$ cat src/hw/stream_monitor_pkg.sv
package stream_monitor_pkg;

  // width of the stream data bus
  localparam int unsigned data_width = 8;

  // longest legal packet in beats
  localparam int unsigned max_packet_beats = 16;

  // beat counter is one bit wider than needed for max_packet_beats
  // so an oversize packet stays visible before the counter saturates
  localparam int unsigned beat_index_width = 5;

  // completed packet counter width
  localparam int unsigned packet_count_width = 16;

  // saturating violation counter width
  localparam int unsigned violation_count_width = 16;

  // counter types shared by tracker and log
  typedef logic [beat_index_width-1:0] beat_index_t;
  typedef logic [packet_count_width-1:0] packet_count_t;
  typedef logic [violation_count_width-1:0] violation_count_t;

  // one clock of the link as the monitor sees it
  typedef struct packed {
    logic valid;
    logic ready;
    logic last;
    logic [data_width-1:0] data;
  } stream_beat_t;

  // one flag per broken rule
  typedef struct packed {
    logic valid_drop;
    logic last_change;
    logic data_change;
    logic oversize;
  } violation_t;

  // where an event happened in the stream
  typedef struct packed {
    packet_count_t packet;
    beat_index_t beat;
  } beat_position_t;

  // registered monitor report
  typedef struct packed {
    violation_t sticky;
    violation_count_t count;
    violation_t first;
    beat_position_t first_position;
    logic any_error;
  } monitor_status_t;

endpackage

$ cat src/hw/stream_tap.sv
`timescale 1ns/1ps

// input side of the monitor
// keeps a one cycle old copy of the link for the stall rule checker
module stream_tap (
  input logic clock,
  input logic reset,
  input stream_monitor_pkg::stream_beat_t link,
  output stream_monitor_pkg::stream_beat_t prev,
  output logic stalled
);

  // beat is offered but the sink is not taking it
  logic stall_now;

  assign stall_now = link.valid & ~link.ready;

  // whole beat is captured every cycle
  always_ff @(posedge clock) begin
    prev <= link;
    stalled <= stall_now;
    if (reset) begin
      // cleared so the first cycle after reset never looks like a stall
      prev.valid <= 1'b0;
      stalled <= 1'b0;
    end
  end

  // prev shows cycle n-1 during cycle n
  // stalled is the valid and not ready state of that same beat
  //
  // a beat that was transferred in cycle n-1 leaves stalled low so the
  // checker lets valid, last and data move freely in cycle n
  //
  // a stall that lasts several cycles keeps stalled high on each of them
  // and every cycle is compared against the one right before it

endmodule

$ cat src/hw/axis_flow_check.sv
`timescale 1ns/1ps

// stall rule checker
// while a beat is waiting for ready it must stay on the link unchanged
module axis_flow_check (
  input logic clock,
  input logic reset,
  input stream_monitor_pkg::stream_beat_t link,
  input stream_monitor_pkg::stream_beat_t prev,
  input logic stalled,
  output stream_monitor_pkg::violation_t stall_violation
);

  // comparison results of this cycle
  stream_monitor_pkg::violation_t check_now;

  // each rule is looked at on its own
  logic valid_dropped;
  logic last_moved;
  logic data_moved;

  // valid went away before the sink took the beat
  // stalled already means the held beat was valid
  assign valid_dropped = ~link.valid;

  // last flipped while the beat was held
  assign last_moved = link.last != prev.last;

  // any data bit changed while the beat was held
  assign data_moved = link.data != prev.data;

  // rules only apply when the previous cycle was a stall
  always_comb begin
    check_now = '0;
    if (stalled) begin
      check_now.valid_drop = valid_dropped;
      check_now.last_change = last_moved;
      check_now.data_change = data_moved;
    end
    // packet length is not this block's job
    check_now.oversize = 1'b0;
  end

  // flags last a single cycle and fall when the link behaves
  always_ff @(posedge clock) begin
    if (reset) begin
      stall_violation <= '0;
    end else begin
      stall_violation <= check_now;
    end
  end

  // comparison at cycle n shows at n+1
  //
  // several flags may come up in the same cycle and the log counts that once
  //
  // a valid drop with different data also raises data_change since
  // the held beat is gone either way
  //
  // no flag is raised while stalled is low, so a new beat after a
  // transfer or after an idle cycle may carry anything
  //
  // the oversize field is tied low here and filled in by the log

endmodule

$ cat src/hw/packet_tracker.sv
`timescale 1ns/1ps

// framing side of the monitor
// counts beats per packet and finished packets, flags packets that run long
module packet_tracker (
  input logic clock,
  input logic reset,
  input stream_monitor_pkg::stream_beat_t link,
  output stream_monitor_pkg::beat_position_t position,
  output logic oversize_violation,
  output stream_monitor_pkg::packet_count_t packets
);

  // running counters for the beat now on the link
  stream_monitor_pkg::beat_index_t beat_count;
  stream_monitor_pkg::packet_count_t packet_count;

  // a beat moves when valid and ready meet
  logic transfer;

  // current beat index is already past the legal length
  logic beyond_max;

  // counter stops at all ones instead of wrapping
  logic beat_saturated;

  assign transfer = link.valid & link.ready;

  assign beyond_max =
    beat_count >= stream_monitor_pkg::beat_index_t'(stream_monitor_pkg::max_packet_beats);

  assign beat_saturated = &beat_count;

  always_ff @(posedge clock) begin
    if (reset) begin
      beat_count <= '0;
      packet_count <= '0;
      position <= '0;
      oversize_violation <= 1'b0;
    end else begin
      // position of cycle n lines up with the stall flags of cycle n
      position.packet <= packet_count;
      position.beat <= beat_count;
      // one pulse per beat beyond max_packet_beats
      oversize_violation <= transfer & beyond_max;
      if (transfer) begin
        if (link.last) begin
          // last closes the packet, next beat is index 0
          beat_count <= '0;
          packet_count <= packet_count + 1'b1;
        end else if (!beat_saturated) begin
          beat_count <= beat_count + 1'b1;
        end
      end
    end
  end

  // finished packets so far
  assign packets = packet_count;

endmodule

$ cat src/hw/violation_log.sv
`timescale 1ns/1ps

// output side of the monitor
// merges all rule flags and keeps the report until the next reset
module violation_log (
  input logic clock,
  input logic reset,
  input stream_monitor_pkg::violation_t stall_violation,
  input logic oversize_violation,
  input stream_monitor_pkg::beat_position_t position,
  output stream_monitor_pkg::monitor_status_t status
);

  // all flags of this cycle in one struct
  stream_monitor_pkg::violation_t merged;

  // at least one rule broken this cycle
  logic any_now;

  // count has reached its top value
  logic count_full;

  // no first record stored yet
  logic first_free;

  // stall flags come in with oversize low, so the oversize bit is taken
  // from the tracker
  always_comb begin
    merged = stall_violation;
    merged.oversize = oversize_violation;
  end

  assign any_now = |merged;
  assign count_full = &status.count;
  assign first_free = ~status.any_error;

  // position arrives on the same cycle as the flags it belongs to
  always_ff @(posedge clock) begin
    if (reset) begin
      status <= '0;
    end else begin
      // flags only ever get set here
      status.sticky <= status.sticky | merged;

      // one step per bad cycle however many flags it holds
      if (any_now && !count_full) begin
        status.count <= status.count + 1'b1;
      end

      // first bad cycle after reset is frozen in the record
      if (any_now && first_free) begin
        status.first <= merged;
        status.first_position <= position;
        status.any_error <= 1'b1;
      end
    end
  end

  // a link event in cycle n lands here at n+2
  //
  // count holds at all ones once full
  //
  // any_error goes up with the first record and
  // guards it from later violations
  //
  // sticky keeps every rule seen since reset, first keeps only the
  // rules of the first bad cycle
  //
  // a fresh reset clears the whole report

endmodule

$ cat src/hw/stream_monitor_top.sv
`timescale 1ns/1ps

// passive stream link monitor
// watches one link and reports stall rule and packet length violations
module stream_monitor_top (
  input logic clock,
  input logic reset,
  input stream_monitor_pkg::stream_beat_t link,
  output stream_monitor_pkg::monitor_status_t status,
  output stream_monitor_pkg::packet_count_t packets
);

  // previous beat and its stall state
  stream_monitor_pkg::stream_beat_t prev;
  logic stalled;

  // stall rule flags, one cycle behind the link
  stream_monitor_pkg::violation_t stall_violation;

  // framing results, one cycle behind the link
  stream_monitor_pkg::beat_position_t position;
  logic oversize_violation;

  // input side
  stream_tap u_tap (
    .clock(clock),
    .reset(reset),
    .link(link),
    .prev(prev),
    .stalled(stalled)
  );

  // stall rule
  axis_flow_check u_flow_check (
    .clock(clock),
    .reset(reset),
    .link(link),
    .prev(prev),
    .stalled(stalled),
    .stall_violation(stall_violation)
  );

  // packet length and counts, sees the raw link directly
  packet_tracker u_tracker (
    .clock(clock),
    .reset(reset),
    .link(link),
    .position(position),
    .oversize_violation(oversize_violation),
    .packets(packets)
  );

  // output side
  violation_log u_log (
    .clock(clock),
    .reset(reset),
    .stall_violation(stall_violation),
    .oversize_violation(oversize_violation),
    .position(position),
    .status(status)
  );

endmodule

$ cat config.mk
export PLATFORM = sky130hd
export DESIGN_NAME = stream_monitor_top
export DESIGN_NICKNAME = d
export VERILOG_FILES = /design/src/hw/stream_monitor_pkg.sv /design/src/hw/stream_tap.sv /design/src/hw/axis_flow_check.sv /design/src/hw/packet_tracker.sv /design/src/hw/violation_log.sv /design/src/hw/stream_monitor_top.sv
export SDC_FILE = /design/constraint.sdc
export NUM_CORES = 1
export LEC_CHECK = 0
export BUFFER_PORTS_ARGS = -buffer_cell sky130_fd_sc_hd__buf_4
export CORE_ASPECT_RATIO = 1.25
export CORE_MARGIN = 10
export CORE_UTILIZATION = 54
export DETAILED_ROUTE_END_ITERATION = 10
export PLACE_DENSITY = 0.78
export REMOVE_ABC_BUFFERS = 1
export SLEW_MARGIN = 40
export SYNTH_ARGS = -nofsm -noshare
export SYNTH_HDL_FRONTEND = slang
export SYNTH_SLANG_ARGS = --single-unit
$ cat constraint.sdc
create_clock -name clock -period 2.4 [get_ports clock]
set_input_delay 0 -clock clock [delete_from_list [all_inputs] [get_ports clock]]
set_output_delay 0 -clock clock [all_outputs]
set_load 0.05 [all_outputs]
==> results.json <==
{
  "place_ws_ps": 489,
  "end_kind": "flop",
  "wl_um": 8660,
  "drv_cap": 0,
  "start_kind": "flop",
  "ant_nets": 0,
  "synthArstFlopShare_pct": 0,
  "drv_slew": 0,
  "syn2layout_area_growth_pct": 24.2,
  "powerDensity_nw_per_um2": 604,
  "crit_path_max_fanout": 9,
  "finalCriticalPeriod_ps": 1960,
  "fin_nets": 515,
  "synth_area_um2": 3850,
  "wl_per_cell_um": 14.6,
  "cts_tree": "done",
  "grt_pass1_wl_um": 14400,
  "whs_endpoint": "u_log.status[43]",
  "clk_pin_slew_ps": 100,
  "die_area_um2": 10900,
  "synth_area_leaders": "dfxtp_1 53%, nand2_1 5.8%, a21oi_1 5.2%",
  "p_leak_uw": 0.00192,
  "drtIter0Drc": 131,
  "clock_path_buffers": 2,
  "status": "finished clean",
  "synth-seq-cells": 102,
  "nFillCells": 565,
  "io_pins": 75,
  "cts_root_buffer": "clkbuf_8",
  "htreeDepth": 3,
  "synth-edff-count": 0,
  "cp_data_arrival_time_ps": 2190,
  "cts-buffers-inserted": 9,
  "max_freq_mhz": 511,
  "critPathMaxStageDelay_ps": 490,
  "die_w_um": 95.5,
  "core_um2": 6930,
  "synth_flop_cell": "dfxtp_1",
  "overflow": 0,
  "hpwl_um": 6160,
  "setup_ws_ps": 444,
  "finalCritPeriodShare_pct": 81.5,
  "ff2ff_path_depth": 5,
  "die_h_um": 114,
  "utilization_pct": 68.9,
  "rsz0062_at_grt": "no",
  "crit_chain": "ha_1 > inv_1 > nor4_4 > nor4_1 > mux2_2",
  "yosys.area.top_type_share_pct": 53.1,
  "r2r_slack_ps": 440,
  "r2r_end": "u_log.status[41]",
  "placed_cells_incl_taps": 565,
  "syn_inst": 413,
  "ctsResizeCount": 0,
  "critPathKind": "reg -> reg",
  "slew_headroom_pct": 49.2,
  "yosys_warnings": 0,
  "grt_max_degree": 39,
  "holdCritStartpoint": "reset",
  "vdd_drop_max_mv": 0.396,
  "drtPass1Iterations": 4,
  "clock_sinks": 102,
  "rows": 34,
  "viasPerCell": 5.34,
  "hold_path.class": "in -> reg",
  "hold_violations": 0,
  "start_util_pct": 55.5,
  "portBuffers": 74,
  "synth_cell_types": 47,
  "drc": 0,
  "clock_latency_ps": 350,
  "gp_congestion": 0.782,
  "layout_commonest_cell": "dfxtp_1",
  "layout_common_cells": "102 x dfxtp_1, 81 x buf_4, 59 x nand2_1",
  "synth_seq_area_share_pct": 53.1,
  "setup_violations": 0,
  "antenna_found_initial": 0,
  "hold_depth": 2,
  "regToRegStartpoint": "u_log.status[26]",
  "synth_area_leader_cell": "dfxtp_1",
  "syn_avg_cell_area_um2": 9.31,
  "fin_skew_ps": 16.8,
  "worst_slew_pin_slew_ps": 755,
  "cp_slowest_cell": "dfxtp_1",
  "instances_no_fill": 593,
  "num_vias": 3165,
  "cp.required_ps": 2630,
  "finalSetupTns_ps": 0,
  "grt.total_usage_pct": 16.3,
  "n_antenna_cell": 0,
  "layout-drive-gt1-share_pct": 21.7,
  "power_uw": 2890,
  "grt_pass1_vias": 2986
}
==> layer usage <==
metal	vias up	track usage (%)	part of all wire [%]
li1	1589	-	-
met1	1496	19.5	41
met2	70	27.6	51
met3	10	3.48	5.9
met4	0	6.40	1.5
met5	-	0	0
==> cells by family (layout without fill, tap and decap cells) <==
family / count (synthesis) / after routing / share of synthesized area, %
AND/OR/NAND/NOR: 192 / 192 / 26.4
multiplexers: 8 / 8 / 2.24
adder cells (fa/ha/maj): 4 / 4 / 1.30
AO/OA/AOI/OAI: 63 / 63 / 9.50
buffers and inverters: 25 / 115 / 3.12
flip-flops: 102 / 102 / 53.1
XOR/XNOR: 19 / 19 / 4.33
==> power by group <==
group	internal, µW	leakage [µW]	switching [µW]
registers	1710	0.000826	15.5
logic	62.5	0.000999	103
clock network	439	0.0000965	557
total	2210	0.00192	676
==> registers in the layout (all words and copies together) (netlist names) <==
register	flops
u_tracker.packets	16
u_tracker.oversize_violation	1
u_flow_check.stall_violation	3
u_log.status	46
u_tracker.position	21
u_tap.prev	9
u_tracker.beat_count	5
u_tap.stalled	1
==> worst max-delay path by stage <==
stage | from | endpoint | slack, ps | cells past startpoint
finish | u_log.status[26] | u_log.status[41] | 440 | 5
global route | u_log.status[26] | u_log.status[41] | 340 | 5
CTS | u_log.status[26] | u_log.status[41] | 460 | 5
detailed placement | u_log.status[26] | u_log.status[41] | 490 | 5
global placement | u_log.status[26] | u_log.status[41] | 570 | 5
floorplan | u_log.status[32] | u_log.status[26] | 180 | 4
==> cell type report <==
cell class | count | area [µm²] | area share [%]
well taps | 90 | 113 | 2.36
multi-input cells | 286 | 1680 | 35.3
flip-flops and latches | 102 | 2040 | 42.8
clock buffers | 12 | 155 | 3.25
repair buffers | 93 | 728 | 15.2
clock inverters | 4 | 31.3 | 0.655
inverters | 6 | 22.5 | 0.472
==> cells in the mapped netlist, types with 6 or more instances <==
cell type and number:
dfxtp_1 102, nand2_1 59, nor2_1 43, a21oi_1 40, nor2b_1 30, xor2_1 14, clkbuf_1 11, or4_1 10
nand3_1 9, nor3_1 8, nor4_1 7, inv_1 6, nand4_1 6, o31ai_1 6
==> critical path, delay by kind of cell (launching register included) <==
kind | cells | cell delay, ps
multiplexers | 1 | 280
flip-flops | 1 | 490
AND/OR/NAND/NOR | 2 | 590
adder cells (fa/ha/maj) | 1 | 350
buffers and inverters | 1 | 130
==> timing repair <==
action                    in CTS  in global routing
buffers inserted               0                  0
hold endpoints to repair      12                  0
hold buffers                  12                  0
==> per-stage QoR <==
stage / instance area (µm²) / hold WS (ps)
4_1_cts: 4780 / 43.8
3_5_place_dp: 4470 / 123
3_3_place_gp: 4470 / 119
2_1_floorplan: 3750 / 27.7
6_report: 4780 / 51.3
5_1_grt: 4780 / 70.5
(Power assumes the default switching activity.)
